`src/cpu_defs.svh`:
```
`ifndef CPU_DEFS_SVH
`define CPU_DEFS_SVH

// Datapath and PC width
`define DATA_W 32

// Register index width, 32 general registers
`define REG_ADDR_W 5

// PC held by the pipeline registers out of reset
`define RESET_PC 32'h0000_3000

// Exception handler entry, also marks an interrupt bubble
`define HANDLER_PC 32'h0000_4180

`endif

```
`src/source/cpuIsaPkg.sv`:
```
`default_nettype none

package cpuIsaPkg;

	// Primary opcodes in instr[31:26]
	typedef enum logic [5:0] {
		opSpecial = 6'h00,
		opBeq     = 6'h04,
		opBne     = 6'h05,
		opAddi    = 6'h08,
		opAddiu   = 6'h09,
		opOri     = 6'h0d,
		opLui     = 6'h0f
	} opcodeE;

	// Function codes for opSpecial
	typedef enum logic [5:0] {
		fnAdd  = 6'h20,
		fnAddu = 6'h21,
		fnSubu = 6'h23,
		fnAnd  = 6'h24,
		fnOr   = 6'h25,
		fnSlt  = 6'h2a
	} functE;

	// R-type field layout
	typedef struct packed {
		opcodeE     opcode;
		logic [4:0] rs;
		logic [4:0] rt;
		logic [4:0] rd;
		logic [4:0] shamt;
		functE      funct;
	} rFmtS;

	// I-type field layout
	typedef struct packed {
		opcodeE      opcode;
		logic [4:0]  rs;
		logic [4:0]  rt;
		logic [15:0] imm;
	} iFmtS;

	// One word, two views
	typedef union packed {
		rFmtS rFmt;
		iFmtS iFmt;
	} instrWord;

	// Check variants trap on signed overflow
	typedef enum logic [2:0] {
		aluAdd, aluAddCheck, aluSub, aluSubCheck, aluAnd, aluOr, aluSlt, aluLui
	} aluOpE;

	// Exception codes carried down the pipe
	typedef enum logic [4:0] {
		excInt = 5'd0,
		excRi  = 5'd10,
		excOv  = 5'd12
	} excCodeE;

endpackage

`default_nettype wire

```
`src/source/cpuPipePkg.sv`:
```
`default_nettype none

package cpuPipePkg;

	// Execute-stage operand source
	// Encodings 2 and 3 unused
	typedef enum logic [1:0] {
		regRead    = 2'd0,
		fromResult = 2'd1
	} fwdSelE;

	// Which sources the decode-stage instruction reads
	typedef struct packed {
		logic useRs;
		logic useRt;
		logic isBranch;  // compares in decode, so it may need a stall
	} srcUseS;

endpackage

`default_nettype wire

```
`src/source/decodeExecTop.sv`:
```
`timescale 1ns/1ps
`default_nettype none

`include "cpu_defs.svh"

module decodeExecTop import cpuIsaPkg::*; import cpuPipePkg::*; (
	input  wire logic               clk,
	input  wire logic               rstN,
	input  wire logic [`DATA_W-1:0] instr,
	input  wire logic [`DATA_W-1:0] pcD,
	input  wire logic               intReq,
	output logic                    stall,
	output logic                    branchTaken,
	output logic      [`DATA_W-1:0] branchTarget,
	output logic      [`DATA_W-1:0] result,
	output logic      [`DATA_W-1:0] resultPc,
	output cpuIsaPkg::excCodeE      resultExc,
	output logic                    retire
);

	// Decode stage
	logic [`REG_ADDR_W-1:0] rs;
	logic [`REG_ADDR_W-1:0] rt;
	logic [`REG_ADDR_W-1:0] destReg;
	logic                   regWrite;
	cpuIsaPkg::aluOpE       aluOp;
	logic                   useImm;
	logic [`DATA_W-1:0]     extImm;
	srcUseS                 srcUse;
	logic                   bd;
	cpuIsaPkg::excCodeE     excCode;
	logic [`DATA_W-1:0]     rd1;
	logic [`DATA_W-1:0]     rd2;
	fwdSelE                 rd1Sel;
	fwdSelE                 rd2Sel;
	logic [1:0]             fwdValid;

	// Execute stage
	logic [`DATA_W-1:0]     pcE;
	logic [`DATA_W-1:0]     instrE;
	logic [`REG_ADDR_W-1:0] rsE;
	logic [`REG_ADDR_W-1:0] rtE;
	logic [`REG_ADDR_W-1:0] destRegE;
	logic                   regWriteE;
	cpuIsaPkg::aluOpE       aluOpE;
	logic                   useImmE;
	logic [`DATA_W-1:0]     extImmE;
	logic [`DATA_W-1:0]     rd1E;
	logic [`DATA_W-1:0]     rd2E;
	fwdSelE                 rd1SelE;
	fwdSelE                 rd2SelE;
	logic                   bdE;
	cpuIsaPkg::excCodeE     excCodeE;

	// Writeback
	logic                   wbEn;
	logic [`REG_ADDR_W-1:0] wbAddr;
	logic [`DATA_W-1:0]     wbData;

	// Result register feeds a branch source in decode
	assign fwdValid[0] = wbEn && (wbAddr != '0) && (wbAddr == rs);
	assign fwdValid[1] = wbEn && (wbAddr != '0) && (wbAddr == rt);

	regFile u_regFile (
		.clk(clk), .rstN(rstN),
		.raddr1(rs), .raddr2(rt), .rdata1(rd1), .rdata2(rd2),
		.wen(wbEn), .waddr(wbAddr), .wdata(wbData)
	);

	instrDecode u_instrDecode (
		.clk(clk), .rstN(rstN), .instr(instr), .pcD(pcD), .stall(stall),
		.rd1(rd1), .rd2(rd2), .fwdData(wbData), .fwdValid(fwdValid),
		.rs(rs), .rt(rt), .destReg(destReg), .regWrite(regWrite), .aluOp(aluOp),
		.useImm(useImm), .extImm(extImm), .srcUse(srcUse), .bd(bd), .excCode(excCode),
		.branchTaken(branchTaken), .branchTarget(branchTarget)
	);

	hazardUnit u_hazardUnit (
		.rs(rs), .rt(rt), .srcUse(srcUse), .destE(destRegE), .regWriteE(regWriteE),
		.rd1Sel(rd1Sel), .rd2Sel(rd2Sel), .stall(stall)
	);

	idExReg u_idExReg (
		.clk(clk), .rstN(rstN), .stall(stall), .intReq(intReq),
		.pc(pcD), .instr(instr), .rs(rs), .rt(rt), .destReg(destReg),
		.regWrite(regWrite), .aluOp(aluOp), .useImm(useImm), .extImm(extImm),
		.rd1(rd1), .rd2(rd2), .rd1Sel(rd1Sel), .rd2Sel(rd2Sel), .bd(bd), .excCode(excCode),
		.pcE(pcE), .instrE(instrE), .rsE(rsE), .rtE(rtE), .destRegE(destRegE),
		.regWriteE(regWriteE), .aluOpE(aluOpE), .useImmE(useImmE), .extImmE(extImmE),
		.rd1E(rd1E), .rd2E(rd2E), .rd1SelE(rd1SelE), .rd2SelE(rd2SelE), .bdE(bdE),
		.excCodeE(excCodeE)
	);

	execAlu u_execAlu (
		.clk(clk), .rstN(rstN), .aluOpE(aluOpE), .useImmE(useImmE), .extImmE(extImmE),
		.rd1E(rd1E), .rd2E(rd2E), .rd1SelE(rd1SelE), .rd2SelE(rd2SelE),
		.destE(destRegE), .regWriteE(regWriteE), .pcE(pcE), .excCodeE(excCodeE),
		.instrE(instrE), .result(result), .resultPc(resultPc), .resultExc(resultExc),
		.retire(retire), .wbEn(wbEn), .wbAddr(wbAddr), .wbData(wbData)
	);

endmodule

`default_nettype wire

```
`src/source/execAlu.sv`:
```
`timescale 1ns/1ps
`default_nettype none

`include "cpu_defs.svh"

module execAlu import cpuIsaPkg::*; import cpuPipePkg::*; (
	input  wire logic                   clk,
	input  wire logic                   rstN,
	input  wire cpuIsaPkg::aluOpE       aluOpE,
	input  wire logic                   useImmE,
	input  wire logic [`DATA_W-1:0]     extImmE,
	input  wire logic [`DATA_W-1:0]     rd1E,
	input  wire logic [`DATA_W-1:0]     rd2E,
	input  wire fwdSelE                 rd1SelE,
	input  wire fwdSelE                 rd2SelE,
	input  wire logic [`REG_ADDR_W-1:0] destE,
	input  wire logic                   regWriteE,
	input  wire logic [`DATA_W-1:0]     pcE,
	input  wire cpuIsaPkg::excCodeE     excCodeE,
	input  wire logic [`DATA_W-1:0]     instrE,
	output logic      [`DATA_W-1:0]     result,
	output logic      [`DATA_W-1:0]     resultPc,
	output cpuIsaPkg::excCodeE          resultExc,
	output logic                        retire,
	output logic                        wbEn,
	output logic      [`REG_ADDR_W-1:0] wbAddr,
	output logic      [`DATA_W-1:0]     wbData
);

	localparam int msb = `DATA_W - 1;

	logic [`DATA_W-1:0] srcA;
	logic [`DATA_W-1:0] srcB;
	logic [`DATA_W-1:0] opB;
	logic [`DATA_W-1:0] aluOut;
	logic [`DATA_W:0]   addX;
	logic [`DATA_W:0]   subX;
	logic               ovf;
	cpuIsaPkg::excCodeE excNext;

	////////////////////////////////////////////////////////////////////////////
	// Operand select and ALU
	////////////////////////////////////////////////////////////////////////////

	// A suppressed write leaves rd1E/rd2E holding the unchanged register
	assign srcA = (rd1SelE == fromResult && wbEn) ? wbData : rd1E;
	assign srcB = (rd2SelE == fromResult && wbEn) ? wbData : rd2E;
	assign opB  = useImmE ? extImmE : srcB;

	// One extra sign bit exposes signed overflow
	assign addX = {srcA[msb], srcA} + {opB[msb], opB};
	assign subX = {srcA[msb], srcA} - {opB[msb], opB};

	always_comb begin
		case (aluOpE)
			aluAdd, aluAddCheck: aluOut = addX[msb:0];
			aluSub, aluSubCheck: aluOut = subX[msb:0];
			aluAnd:              aluOut = srcA & opB;
			aluOr:               aluOut = srcA | opB;
			aluSlt:              aluOut = `DATA_W'($signed(srcA) < $signed(opB));
			default:             aluOut = {opB[15:0], 16'h0000};
		endcase
	end

	assign ovf = (aluOpE == aluAddCheck && (addX[`DATA_W] != addX[msb])) ||
		(aluOpE == aluSubCheck && (subX[`DATA_W] != subX[msb]));

	// Decode exception outranks overflow
	assign excNext = (excCodeE != excInt) ? excCodeE : (ovf ? excOv : excInt);

	////////////////////////////////////////////////////////////////////////////
	// Memory/writeback result register
	////////////////////////////////////////////////////////////////////////////

	always_ff @(posedge clk or negedge rstN) begin
		if (!rstN) begin
			retire <= 1'b0;
			wbEn   <= 1'b0;
		end else begin
			// Interrupt bubble has instr and code zero, only its PC marks it
			retire <= (instrE != '0) || (excCodeE != excInt) || (pcE == `HANDLER_PC);
			wbEn   <= regWriteE && (excNext == excInt);
		end
	end

	always_ff @(posedge clk) begin
		wbData    <= aluOut;
		wbAddr    <= destE;
		resultPc  <= pcE;
		resultExc <= excNext;
	end

	assign result = wbData;

endmodule

`default_nettype wire

```
`src/source/hazardUnit.sv`:
```
`timescale 1ns/1ps
`default_nettype none

`include "cpu_defs.svh"

module hazardUnit import cpuPipePkg::*; (
	input  wire logic [`REG_ADDR_W-1:0] rs,
	input  wire logic [`REG_ADDR_W-1:0] rt,
	input  wire srcUseS                 srcUse,
	input  wire logic [`REG_ADDR_W-1:0] destE,
	input  wire logic                   regWriteE,
	output fwdSelE                      rd1Sel,
	output fwdSelE                      rd2Sel,
	output logic                        stall
);

	logic prodLive;
	logic hitRs;
	logic hitRt;

	// Instruction in idExReg produces a real register
	assign prodLive = regWriteE && (destE != '0);

	assign hitRs = prodLive && srcUse.useRs && (rs == destE);
	assign hitRt = prodLive && srcUse.useRt && (rt == destE);

	// Chosen now and applied next cycle in execute
	assign rd1Sel = hitRs ? fromResult : regRead;
	assign rd2Sel = hitRt ? fromResult : regRead;

	// Branch compares in decode and waits for the result register
	assign stall = srcUse.isBranch && (hitRs || hitRt);

endmodule

`default_nettype wire

```
`src/source/idExReg.sv`:
```
`timescale 1ns/1ps
`default_nettype none

`include "cpu_defs.svh"

module idExReg import cpuIsaPkg::*; import cpuPipePkg::*; (
	input  wire logic                   clk,
	input  wire logic                   rstN,
	input  wire logic                   stall,
	input  wire logic                   intReq,
	input  wire logic [`DATA_W-1:0]     pc,
	input  wire logic [`DATA_W-1:0]     instr,
	input  wire logic [`REG_ADDR_W-1:0] rs,
	input  wire logic [`REG_ADDR_W-1:0] rt,
	input  wire logic [`REG_ADDR_W-1:0] destReg,
	input  wire logic                   regWrite,
	input  wire cpuIsaPkg::aluOpE       aluOp,
	input  wire logic                   useImm,
	input  wire logic [`DATA_W-1:0]     extImm,
	input  wire logic [`DATA_W-1:0]     rd1,
	input  wire logic [`DATA_W-1:0]     rd2,
	input  wire fwdSelE                 rd1Sel,
	input  wire fwdSelE                 rd2Sel,
	input  wire logic                   bd,
	input  wire cpuIsaPkg::excCodeE     excCode,
	output logic      [`DATA_W-1:0]     pcE,
	output logic      [`DATA_W-1:0]     instrE,
	output logic      [`REG_ADDR_W-1:0] rsE,
	output logic      [`REG_ADDR_W-1:0] rtE,
	output logic      [`REG_ADDR_W-1:0] destRegE,
	output logic                        regWriteE,
	output cpuIsaPkg::aluOpE            aluOpE,
	output logic                        useImmE,
	output logic      [`DATA_W-1:0]     extImmE,
	output logic      [`DATA_W-1:0]     rd1E,
	output logic      [`DATA_W-1:0]     rd2E,
	output fwdSelE                      rd1SelE,
	output fwdSelE                      rd2SelE,
	output logic                        bdE,
	output cpuIsaPkg::excCodeE          excCodeE
);

	logic bubble;

	// Interrupt flush and stall both leave a bubble behind
	assign bubble = intReq || stall;

	always_ff @(posedge clk or negedge rstN) begin
		if (!rstN) begin
			pcE       <= `RESET_PC;
			instrE    <= '0;
			rsE       <= '0;
			rtE       <= '0;
			destRegE  <= '0;
			regWriteE <= 1'b0;
			aluOpE    <= aluAdd;
			useImmE   <= 1'b0;
			extImmE   <= '0;
			rd1E      <= '0;
			rd2E      <= '0;
			rd1SelE   <= regRead;
			rd2SelE   <= regRead;
			bdE       <= 1'b0;
			excCodeE  <= excInt;
		end else begin
			// Stall bubble keeps pc, bd and excCode for precise exceptions
			pcE       <= intReq ? `HANDLER_PC : pc;
			bdE       <= !intReq && bd;
			excCodeE  <= intReq ? excInt : excCode;
			instrE    <= bubble ? '0 : instr;
			rsE       <= bubble ? '0 : rs;
			rtE       <= bubble ? '0 : rt;
			destRegE  <= bubble ? '0 : destReg;
			regWriteE <= !bubble && regWrite;
			aluOpE    <= bubble ? aluAdd : aluOp;
			useImmE   <= !bubble && useImm;
			extImmE   <= bubble ? '0 : extImm;
			rd1E      <= bubble ? '0 : rd1;
			rd2E      <= bubble ? '0 : rd2;
			rd1SelE   <= bubble ? regRead : rd1Sel;
			rd2SelE   <= bubble ? regRead : rd2Sel;
		end
	end

	// Fetch re-presents a stalled word so the next edge captures it
	assert property (@(posedge clk) disable iff (!rstN)
		stall && !intReq |=> $stable(pc) && $stable(instr))
		else $error("idExReg: stalled instruction not held by fetch");

endmodule

`default_nettype wire

```
`src/source/instrDecode.sv`:
```
`timescale 1ns/1ps
`default_nettype none

`include "cpu_defs.svh"

module instrDecode import cpuIsaPkg::*; import cpuPipePkg::*; (
	input  wire logic                   clk,
	input  wire logic                   rstN,
	input  wire instrWord               instr,
	input  wire logic [`DATA_W-1:0]     pcD,
	input  wire logic                   stall,
	input  wire logic [`DATA_W-1:0]     rd1,
	input  wire logic [`DATA_W-1:0]     rd2,
	input  wire logic [`DATA_W-1:0]     fwdData,
	input  wire logic [1:0]             fwdValid,  // bit 0 rs, bit 1 rt
	output logic      [`REG_ADDR_W-1:0] rs,
	output logic      [`REG_ADDR_W-1:0] rt,
	output logic      [`REG_ADDR_W-1:0] destReg,
	output logic                        regWrite,
	output aluOpE                       aluOp,
	output logic                        useImm,
	output logic      [`DATA_W-1:0]     extImm,
	output srcUseS                      srcUse,
	output logic                        bd,
	output excCodeE                     excCode,
	output logic                        branchTaken,
	output logic      [`DATA_W-1:0]     branchTarget
);

	logic               zeroExt;
	logic               legal;
	logic               isBne;
	logic [`DATA_W-1:0] cmpA;
	logic [`DATA_W-1:0] cmpB;
	logic               prevBranch;

	assign rs = instr.rFmt.rs;
	assign rt = instr.rFmt.rt;

	////////////////////////////////////////////////////////////////////////////
	// Field decode
	////////////////////////////////////////////////////////////////////////////

	always_comb begin
		destReg  = instr.iFmt.rt;
		regWrite = 1'b1;
		aluOp    = aluAdd;
		useImm   = 1'b1;
		zeroExt  = 1'b0;
		srcUse   = '{useRs: 1'b1, useRt: 1'b0, isBranch: 1'b0};
		isBne    = 1'b0;
		legal    = 1'b1;
		case (instr.iFmt.opcode)
			opSpecial: begin
				destReg       = instr.rFmt.rd;
				useImm        = 1'b0;
				srcUse.useRt  = 1'b1;
				case (instr.rFmt.funct)
					fnAdd:   aluOp = aluAddCheck;
					fnAddu:  aluOp = aluAdd;
					fnSubu:  aluOp = aluSub;
					fnAnd:   aluOp = aluAnd;
					fnOr:    aluOp = aluOr;
					fnSlt:   aluOp = aluSlt;
					// All-zero word is the nop, legal but writes nothing
					default: legal = (instr == '0);
				endcase
			end
			opAddi:  aluOp = aluAddCheck;
			opAddiu: aluOp = aluAdd;
			opOri: begin
				aluOp   = aluOr;
				zeroExt = 1'b1;
			end
			opLui: begin
				aluOp        = aluLui;
				zeroExt      = 1'b1;
				srcUse.useRs = 1'b0;
			end
			opBeq, opBne: begin
				regWrite        = 1'b0;
				useImm          = 1'b0;
				srcUse          = '{useRs: 1'b1, useRt: 1'b1, isBranch: 1'b1};
				isBne           = (instr.iFmt.opcode == opBne);
			end
			default: legal = 1'b0;
		endcase
		// Reserved word, nothing read, nothing written
		if (!legal || instr == '0) begin
			regWrite = 1'b0;
			srcUse   = '0;
		end
	end

	assign excCode = legal ? excInt : excRi;
	assign extImm  = zeroExt ? {{(`DATA_W-16){1'b0}}, instr.iFmt.imm} :
		{{(`DATA_W-16){instr.iFmt.imm[15]}}, instr.iFmt.imm};

	////////////////////////////////////////////////////////////////////////////
	// Branch compare and target
	////////////////////////////////////////////////////////////////////////////

	// Result register value wins when it writes a branch source
	assign cmpA = fwdValid[0] ? fwdData : rd1;
	assign cmpB = fwdValid[1] ? fwdData : rd2;

	// No redirect while stalled, operands still pending
	assign branchTaken  = srcUse.isBranch && !stall && ((cmpA == cmpB) != isBne);
	assign branchTarget = pcD + `DATA_W'(4) + {extImm[`DATA_W-3:0], 2'b00};

	// Delay slot follows the last accepted branch
	always_ff @(posedge clk or negedge rstN) begin
		if (!rstN) begin
			prevBranch <= 1'b0;
		end else if (!stall) begin
			prevBranch <= srcUse.isBranch;
		end
	end

	assign bd = prevBranch;

	// Producer leaves idExReg after one cycle, so stall never repeats
	assert property (@(posedge clk) disable iff (!rstN) stall |=> !stall)
		else $error("instrDecode: stall longer than one cycle");

endmodule

`default_nettype wire

```
`src/source/regFile.sv`:
```
`timescale 1ns/1ps
`default_nettype none

`include "cpu_defs.svh"

module regFile (
	input  wire logic                   clk,
	input  wire logic                   rstN,
	input  wire logic [`REG_ADDR_W-1:0] raddr1,
	input  wire logic [`REG_ADDR_W-1:0] raddr2,
	output logic      [`DATA_W-1:0]     rdata1,
	output logic      [`DATA_W-1:0]     rdata2,
	input  wire logic                   wen,
	input  wire logic [`REG_ADDR_W-1:0] waddr,
	input  wire logic [`DATA_W-1:0]     wdata
);

	localparam int numRegs = 1 << `REG_ADDR_W;

	logic [`DATA_W-1:0] regs [numRegs];

	// Register 0 never written
	always_ff @(posedge clk or negedge rstN) begin
		if (!rstN) begin
			for (int i = 0; i < numRegs; i++) begin
				regs[i] <= '0;
			end
		end else if (wen && waddr != '0) begin
			regs[waddr] <= wdata;
		end
	end

	// Write-through, decode sees this cycle's writeback
	assign rdata1 = (raddr1 == '0) ? '0 :
		(wen && waddr == raddr1) ? wdata : regs[raddr1];
	assign rdata2 = (raddr2 == '0) ? '0 :
		(wen && waddr == raddr2) ? wdata : regs[raddr2];

	// Writeback data must be resolved by the result register
	assert property (@(posedge clk) disable iff (!rstN) wen |-> !$isunknown(wdata))
		else $error("regFile: X on write data");

endmodule

`default_nettype wire

```
`config.mk`:
```
export PLATFORM = sky130hd
export DESIGN_NAME = decodeExecTop
export DESIGN_NICKNAME = d
export VERILOG_FILES = /design/src/source/cpuIsaPkg.sv /design/src/source/cpuPipePkg.sv /design/src/source/decodeExecTop.sv /design/src/source/execAlu.sv /design/src/source/hazardUnit.sv /design/src/source/idExReg.sv /design/src/source/instrDecode.sv /design/src/source/regFile.sv
export VERILOG_INCLUDE_DIRS = /design/src
export SDC_FILE = /design/constraint.sdc
export NUM_CORES = 2
export LEC_CHECK = 0
export ABC_AREA = 1
export BUFFER_PORTS_ARGS = -buffer_cell sky130_fd_sc_hd__buf_2
export CAP_MARGIN = 0
export CORE_UTILIZATION = 38
export DETAILED_ROUTE_END_ITERATION = 7
export PLACE_DENSITY_LB_ADDON = 0.05
export SLEW_MARGIN = 20
export SYNTH_ARGS = -nofsm -noshare
export SYNTH_HDL_FRONTEND = slang
export SYNTH_HIERARCHICAL = 1
export SYNTH_SLANG_ARGS = --single-unit
```
`constraint.sdc`:
```
create_clock -name clk -period 3.3 [get_ports clk]
set_clock_uncertainty 0.15 [all_clocks]
set_input_delay 0.33 -clock clk [delete_from_list [all_inputs] [get_ports clk]]
set_output_delay 0.33 -clock clk [all_outputs]
set_load 0.005 [all_outputs]
```
==> results.tsv <==
metric	value	unit
avgSynthCellArea	6.73	µm²
outcome	complete, but fails checks	
p_sw_share	32.8	%
crit_family	buffers and inverters	
cp_cell_sequence	buf_4, inv_4, o22ai_2, a21oi_2, nand3_4, buf_12, buf_12, buf_16, o21ai_2, a21oi_1, buf_4, nand2_1, nand2_1, nand2_2, nand4_1, nor2_1, nand2_1, nor2_2, buf_6, a21oi_2, nor2_4, buf_2	
gp_congestion	0.998	
clkSinkCount	1279	
antenna_found_initial	9	
wl_per_cell	24.3	µm
hold_viol	0	
crit_buf_inv	8	
setup_viol	37	
synth_area	78900	µm²
cap_violations	0	
cp_max_fo	8	
grt_overflow	0	
ctsRootBufferMaster	clkbuf_16	
rsz0062_at_grt	yes	
dieWidth	458	µm
io_pins	171	
hp-class	input pin to asynchronous set/reset pin	
drtIter0Drc	9924	
p_int	30500	µW
drt_first_pass_iters	7	
grt_pass1_wl	549000	µm
final_core_util	49.9	%
fmax	240	MHz
slew_viol_final	0	
failed_checks	negative setup slack	
finalCritPeriodShare	126	%
end_kind	primary output	
cts_tree	yes	
p_comb_share	24.7	%
yosysWarningCount	6	
worstSkewPairLatency	0.84	ns
worstSetupStartpointType	flip-flop	
synth_cells	11700	
initial_core_util	38.4	%
worst_slack	-0.871	ns
critPathMaxStageDelay	0.33	ns
drc	0	
synthToLayoutAreaGrowth	29.8	%
dieArea	209000	µm²
final_antenna_net_count	0	
r2r_slack	-0.79	ns
worst_pin_slew	1.16	ns
first_global_vias	80600	
numCtsBuffers	157	
p_per_area	444	nW/µm²
p_clk_share	39.4	%
fin_nets	12900	
slew_headroom	23.0	%
coreArea	205000	µm²
rows	166	
die_y	458	µm
power.switching	14900	µW
grt_max_degree	139	
period_minus_slack	4.17	ns
clk_path_buf_depth	3	
totalWireLength	377000	µm
vias	84700	
drive_above_1_share	20.6	%
clk_pin_slew	0.06	ns
hold-worst-slack	0.0719	ns
via_per_inst	5.47	
io_buffers	170	
critPathKind	flip-flop to primary output	
worstPathRequired	2.82	ns
leakagePower	0.0503	µW
cpMostUsedCell	nand2_1	
dp_hpwl	255000	µm
cts_htree_levels	4	
crit_slowest_cell	dfxtp_2	
arrival	3.69	ns
power_frac_seq	35.8	%
grt_use_total	35.2	%
ir_worst_vdd	0.000547	V
dp_slack	-1.21	ns
-- state kept, by name (all words and copies together) (netlist names), 32 cells and up --
signal              flops
u_regFile/regs       1024
u_execAlu/resultPc     32
u_execAlu/result       32
u_idExReg/extImmE      32
u_idExReg/instrE       32
u_idExReg/pcE          32
u_idExReg/rd1E         32
u_idExReg/rd2E         32
-- metrics by stage --
step,instances,setup TNS (ns),power (µW),instance area (µm²)
after floorplan,11700,0,21000,78900
after global placement,14900,-11.62,26200,91300
after detailed placement,14900,-12.59,26200,91300
after CTS,15400,-20.78,45100,101000
after global routing,15500,-25.64,47100,102000
final,15500,-20.93,45500,102000
-- worst min-delay path, delay by kind of cell --
| family | cells | cell delay [ns] |
|---|---|---|
| buf+inv | 3 | 1.06 |
-- cells in the final DEF, fill, tap and decap left out, types with 12 or more instances in the layout --
cell           count
a21oi_1          352
a21oi_2           58
a21oi_4           23
and2_4            20
buf_12           197
buf_2            158
buf_4           1122
buf_6            106
clkbuf_1          47
clkbuf_16        165
clkbuf_8          29
clkinv_2          13
dfrtp_1         1203
dfxtp_1           70
dlygate4sd3_1    100
ha_1             106
ha_2              12
ha_4              31
inv_1           1167
inv_2             74
inv_4             16
nand2_1         3395
nand2_2          131
nand2_4           77
nand3_1         1111
nand3_2           45
nand4_1           43
nor2_1           700
nor2_2            61
nor2_4            58
nor3_1            14
nor3_2            21
nor4_1            21
o211ai_1         248
o21ai_0         1393
o21ai_1           88
o21ai_2           29
or2_2             67
xor2_1            20
-- final timing paths --
check,cells past startpoint,to,startpoint
max reg2reg,29,u_execAlu/resultExc[3],u_execAlu/wbEn
max,22,branchTaken,u_execAlu/wbAddr[1]
max in group asynchronous,3,u_regFile/regs[220],rstN
min in group clk,5,u_idExReg/instrE[16],instr[16]
min,3,u_regFile/regs[43],rstN
min reg2reg,0,u_execAlu/resultPc[9],u_idExReg/pcE[9]
-- repair_timing --
action                      CTS  global route
cloned                        5             3
setup endpoints to repair    31            54
hold buffers                101             2
buffers inserted            100            58
pin swaps                   169           192
hold endpoints to repair   1146             2
gates resized for setup     639           391
-- power groups by stage --
stage	sequential, µW	combinational, µW	clock (µW)
finish	16300	11200	17900
global route	16300	12000	18800
CTS	16300	10600	18200
detailed placement	16600	9650	0
global placement	16600	9630	0
floorplan	16400	4560	0
-- final cells by class --
cell class,count,area (µm²)
multi-input combinational,8259,41600
antenna,6,15.0
timing repair buffer,1703,15800
clock buffer,238,4630
fill,20300,103000
tap,2688,3360
clock inverter,42,593
inverter,1266,4840
sequential,1279,31700
-- layer usage --
layer	track usage (%)	part of all wire, %
met1	47.8	43
met2	55.2	45
met3	5.40	7.5
met4	15.8	5.0
met5	0	0.0088
Power figures use the tool's default switching activity.
